==> config.mk <==
export PLATFORM = sky130hd
export DESIGN_NAME = bf_combiner
export DESIGN_NICKNAME = d
export VERILOG_FILES = /design/src/verilog/bf_pkg.sv /design/src/verilog/bf_combiner.sv
export SDC_FILE = /design/constraint.sdc
export NUM_CORES = 2
export LEC_CHECK = 0
export ABC_CLOCK_PERIOD_IN_PS = 13400
export BUFFER_PORTS_ARGS = -buffer_cell sky130_fd_sc_hd__buf_2
export CAP_MARGIN = 0
export CORE_AREA = 2 2 495 497
export DETAILED_ROUTE_END_ITERATION = 10
export DIE_AREA = 0 0 497 499
export GPL_TIMING_DRIVEN = 0
export PLACE_DENSITY_LB_ADDON = 0.2
export REMOVE_ABC_BUFFERS = 1
export SETUP_SLACK_MARGIN = 0.3
export SYNTH_ARGS = -nofsm -noshare
export SYNTH_HDL_FRONTEND = slang
export SYNTH_SLANG_ARGS = --single-unit
==> constraint.sdc <==
create_clock -name clock -period 13.4 [get_ports clock]
set_input_delay 4.02 -clock clock [delete_from_list [all_inputs] [get_ports clock]]
set_output_delay 4.02 -clock clock [all_outputs]
set_load 0.01 [all_outputs]
==> src/verilog/bf_pkg.sv <==
/*
 * beamforming combiner shared definitions
 * sample and weight widths, the weight's fixed-point format and the
 * channel count, plus the signed types built from them
 */
package bf_pkg;

    // one real or imaginary sample component, two's complement
    localparam int SAMPLE_WIDTH = 16;

    // one real or imaginary weight component, two's complement
    localparam int WEIGHT_WIDTH = 8;

    // weights are signed Q0.7 so 64 is one half and 127 is just under one
    localparam int WEIGHT_FRAC = 7;

    // antenna channels summed by the combiner
    localparam int CHANNELS = 4;

    // samples carried side by side on one beat of every channel
    localparam int DEFAULT_LANES = 8;

    // one part of a complex sample, also the width of every result
    typedef logic signed [SAMPLE_WIDTH-1:0] sample_t;

    // one part of a complex weight
    typedef logic signed [WEIGHT_WIDTH-1:0] weight_t;

    // full-precision product of a sample part and a weight part
    // this never overflows, so scaling happens only after the multiply
    typedef logic signed [SAMPLE_WIDTH+WEIGHT_WIDTH-1:0] product_t;

endpackage

==> src/verilog/bf_combiner.sv <==
/*
 * beamforming combiner output stage
 * adds the weighted beats of all channels lane by lane and registers the
 * result only when every channel has a valid beat on the same cycle
 */
`timescale 1ns/10ps

module bf_combiner #(
    parameter int LANES = bf_pkg::DEFAULT_LANES
) (
    input  logic                          clock,
    input  logic                          resetn,
    input  logic [bf_pkg::CHANNELS-1:0]   ch_valid,
    input  logic                          first_last,
    input  bf_pkg::sample_t               ch_re [bf_pkg::CHANNELS][LANES],
    input  bf_pkg::sample_t               ch_im [bf_pkg::CHANNELS][LANES],
    output logic                          out_valid,
    output logic                          out_last,
    output bf_pkg::sample_t               out_re [LANES],
    output bf_pkg::sample_t               out_im [LANES]
);

    import bf_pkg::*;

    // enough headroom that the running sum of all channels cannot overflow
    localparam int SUM_WIDTH = SAMPLE_WIDTH + $clog2(CHANNELS);

    typedef logic signed [SUM_WIDTH-1:0] sum_t;

    logic    all_valid;
    sample_t sum_re [LANES];
    sample_t sum_im [LANES];

    // a beat missing from any channel is dropped as a whole
    assign all_valid = &ch_valid;

    // each lane is summed at full width and only then wrapped to sample width
    always_comb begin
        sum_t acc_re;
        sum_t acc_im;
        for (int lane = 0; lane < LANES; lane++) begin
            acc_re = '0;
            acc_im = '0;
            for (int ch = 0; ch < CHANNELS; ch++) begin
                acc_re = acc_re + sum_t'(ch_re[ch][lane]);
                acc_im = acc_im + sum_t'(ch_im[ch][lane]);
            end
            sum_re[lane] = sample_t'(acc_re);
            sum_im[lane] = sample_t'(acc_im);
        end
    end

    // the data is forced to zero on every cycle without a combined beat
    // so an idle output bus always reads as zero
    always_ff @(posedge clock) begin
        if (!resetn) begin
            out_valid <= 1'b0;
            out_last  <= 1'b0;
            for (int lane = 0; lane < LANES; lane++) begin
                out_re[lane] <= '0;
                out_im[lane] <= '0;
            end
        end else if (all_valid) begin
            out_valid <= 1'b1;
            // the frame boundary follows channel 0
            out_last  <= first_last;
            for (int lane = 0; lane < LANES; lane++) begin
                out_re[lane] <= sum_re[lane];
                out_im[lane] <= sum_im[lane];
            end
        end else begin
            out_valid <= 1'b0;
            out_last  <= 1'b0;
            for (int lane = 0; lane < LANES; lane++) begin
                out_re[lane] <= '0;
                out_im[lane] <= '0;
            end
        end
    end

endmodule

# Word level (Yosys, flattened, before mapping)
# Index checks and enable logic that the tools add are counted.
[op_classes] n_reduce_logical=2 addsub=48 n_mux=1
[op_table] cell="adder 16 bit" count=48
[op_table] cell="AND reduction 5 bit" count=1
[op_table] cell="AND reduction 4 bit" count=1
[op_table] cell="two-way mux 1 bit" count=1
[word_totals] reg_bits=258 out_inout_bits=258

# Depth between registers and ports, before layout
[logic_depth] depth_word=3 mapped_depth=12 mapped_depth_nobuf=12

# Worst setup path before layout
# Ideal clock, no wire load.
[synth_path] path_kind="input to register" from="in ch_re[1] (netlist bit)" to="reg out_re[15] (netlist bit)" path_stages=12 arrival_ns=6.821 setup_slack_ns=6.451 setup_ns=0.128 path_buffers=0 required_ns=13.272 cell_sequence="inv_1 > fa_1 > inv_1 > fa_1 > ha_1 > fa_1 > a211oi_1 > o21ai_1 > and3_1 > o31ai_1 > xnor2_1 > nor2_1"
[synth_via] elab_chain_cells=1
[synth_rtl] item="from (decl)" line_no="bf_combiner.sv:15" text="input bf_pkg::sample_t ch_re [bf_pkg::CHANNELS][LANES],"
[synth_rtl] item="adder 16 bit" line_no="bf_combiner.sv:45" text="acc_re = acc_re + sum_t'(ch_re[ch][lane]);"
[synth_rtl] item="to (signal, indexed assignment)" line_no="bf_combiner.sv:68" text="out_re[lane] <= sum_re[lane];"
[synth_rtl] item="to (decl)" line_no="bf_combiner.sv:19" text="output bf_pkg::sample_t out_re [LANES],"
# Every way passes these cells.
# A chain may end at the register's enable or synchronous reset.

# Worst setup path in the final report
[layout_path] from="in ch_im[18] (netlist bit)" to="reg out_im[28] (netlist bit)"
[layout_via] elab_chain_cells=1
[layout_rtl] item="from (decl)" line_no="bf_combiner.sv:16" text="input bf_pkg::sample_t ch_im [bf_pkg::CHANNELS][LANES],"
[layout_rtl] item="adder 16 bit" line_no="bf_combiner.sv:46" text="acc_im = acc_im + sum_t'(ch_im[ch][lane]);"
[layout_rtl] item="to (signal, indexed assignment)" line_no="bf_combiner.sv:69" text="out_im[lane] <= sum_im[lane];"
[layout_rtl] item="to (decl)" line_no="bf_combiner.sv:20" text="output bf_pkg::sample_t out_im [LANES]"
# Every way passes these cells.

==> flow_metrics.tcl <==
set metrics [dict create \
    synthAdderAreaFrac 0.402 \
    slowest_stage "a31oi_1" \
    wl_per_cell_um 19.1 \
    dr.pass1.iters 5 \
    antenna_found_initial 60 \
    die_h_um 499 \
    synth_area_um2 31400 \
    boundaryPins 1289 \
    cts_root_buffer "clkbuf_16" \
    status "finished clean" \
    drive_above_1_share 0.275 \
    synth.top_cells.by_area "fa_1, dfxtp_1, inv_1" \
    peakVddDrop_uv 80.1 \
    drc 0 \
    syn2layout_area_growth_pct 38.4 \
    maxSlewHeadroom 0.296 \
    fin_crit_sh 0.542 \
    cp-end-kind "flop" \
    synth_largest_area_cell "fa_1" \
    synthSimpleGateAreaFrac 0.0894 \
    cts-resized-gates 0 \
    vias 28500 \
    grtUsageTotal 0.125 \
    core_area_um2 243000 \
    synth-xor-area-share 0.0655 \
    layout_common_cells "inv_1, buf_2, fa_1, dfxtp_1, nor2_1" \
    max_freq_mhz 138 \
    grt_pass1_wl_um 222000 \
    grt_max_degree 65 \
    async_reset_ff_frac 0 \
    path_clk_slew_ps 60 \
    hpwl_um 144000 \
    synth_cell_types 72 \
    wl_um 158000 \
    cts-buffers-inserted 45 \
    clock-sinks 258 \
    period_needed_ps 7260 \
    synth_top_area_share 0.306 \
    antenna_left 0 \
    max_stage_delay_ps 780 \
    viasPerCell 3.45 \
    gp_congestion 0.927 \
    htreeDepth 2 \
    muxShareOfSynthArea 0.00295 \
    drv_slew 0 \
    crit_start "ch_im[18]" \
    syn_inst 3713 \
    power_density_nw_per_um2 123 \
    setup_viol 0 \
    hold_viol 0 \
    drt-initial-drc-count 1174 \
    yosysWarnings 0 \
    die_w_um 497 \
    fin_nets 6758 \
    rsz0062_at_grt "no" \
    synth_top_family_by_area "adder cells" \
    numPortBuffers 1288 \
    initial_core_util 0.129 \
    rows 181 \
    cts_hold_buffers 0 \
    cp_max_fo 3 \
    criticalPathCategory "input pin to flop" \
    synth-seq-area-share 0.164 \
    synth_edf_count 0 \
    worst_pin_slew_ps 1050 \
    final_util 0.179 \
    postCtsSetupBuffers 0 \
    ys_dominant_reg_cell "dfxtp_1" \
    cts_tree "built" \
    startpoint_type "input pin" \
    fillerInstances 27800 \
    instances_no_fill 8260 \
    avgSynthCellArea_um2 8.46 \
    ys_ff_latch 258 \
    cp_cell_sequence "buf_2, inv_1, fa_1, fa_1, inv_1, ha_1, a21oi_1, nor2_1, o21ai_1, a21oi_1, a31oi_1, mux2i_1" \
    die-area_um2 248000 \
    clk_path_buf_depth 3 \
    grt_pass1_vias 31400 \
    arrival_ps 7810 \
    hold_path_class "input pin to flop" \
    min_from "first_last" \
    mostFrequentLayoutCell "inv_1" \
    cap_violations 0 \
    grt.overflow.total 0 \
    synth_compound_area_frac 0.116 \
    leakagePower_uw 0.0239 \
    dp.cells 8162 \
    crit_required_ps 13950 \
]
-- final cells by class --
class | count | area (um2) | area share
Antenna cell | 15 | 37.5 | 0.000863
Clock buffer | 55 | 1240 | 0.0286
Clock inverter | 28 | 393 | 0.00904
Inverter | 1291 | 4850 | 0.112
Multi-Input combinational cell | 2119 | 21200 | 0.488
Sequential cell | 258 | 5160 | 0.119
Tap cell | 3202 | 4010 | 0.0922
Timing Repair Buffer | 1292 | 6560 | 0.151
-- power by group --
part | leakage (uW) | switching, uW | internal (uW)
clock network | 0.000803 | 511 | 816
registers | 0.00208 | 9.46 | 794
logic | 0.0211 | 1900 | 1330
total | 0.0239 | 2430 | 2940
-- stage by stage --
stage | total power (uW) | area, um2 | setup WS (ps) | hold slack (ps) | TNS, ps
after global placement | 4110 | 41700 | -5810 | 4250 | -354980
after global routing | 5900 | 43400 | 5980 | 3570 | 0
after CTS | 5520 | 43400 | 5960 | 3530 | 0
after floorplan | 2990 | 31200 | 3800 | 4140 | 0
final | 5370 | 43500 | 6140 | 3610 | 0
after detailed placement | 4100 | 41800 | 5250 | 4250 | 0
-- worst max-delay path, delay by kind of cell --
| kind | cells | cell delay (ps) |
|---|---|---|
| AOI/OAI and AO/OA | 4 | 1700 |
| adders and majority gates | 3 | 1280 |
| buffers and inverters | 3 | 290 |
| muxes | 1 | 350 |
| and+or+nand+nor | 1 | 140 |
-- path summary, 6_finish.rpt --
| kind | cells after the start | to | slack, ps |
|---|---|---|---|
| worst max-delay path | 12 | out_im[28] | 6140 |
| worst min-delay path | 2 | out_last | 3610 |
-- cell families (layout without fill, tap and decap cells) --
group	Yosys count	count (layout)
AOI/OAI and AO/OA	561	561
xor gates and xnor gates	235	235
adders and majority gates	720	720
buffers and inverters	1336	2666
DFF	258	258
muxes	9	9
other	0	15
and+or+nand+nor	594	594
-- synth_stat cells, types with 7 or more instances --
cell	n
inv_1	1290
fa_1	480
dfxtp_1	258
nor2_1	251
ha_1	240
xnor2_1	170
a21oi_1	148
nand2_1	87
a21o_1	81
xor2_1	65
o21ai_1	62
a211oi_1	59
nor3_1	57
and2_1	55
o21ai_0	51
clkbuf_1	39
o21a_1	38
nand3_1	27
nand4_1	21
o21bai_1	21
and3_1	18
or3_1	15
a31oi_1	14
nand2b_1	14
nor2b_1	14
nor3b_1	14
o31ai_1	12
o22ai_1	11
mux2i_1	7
-- sequential cells by signal, indices dropped and copies added, names as in the netlist --
name,cells
out_last,1
out_valid,1
out_re,128
out_im,128
-- per-layer routing --
layer	track usage	vias up	routed length [um]
met1	0.142	13500	61100
met5	0	-	212
met4	0.0357	32	4500
met3	0.0495	178	15800
li1	-	13700	-
met2	0.216	1124	75900
Power figures use the tool's default switching activity.
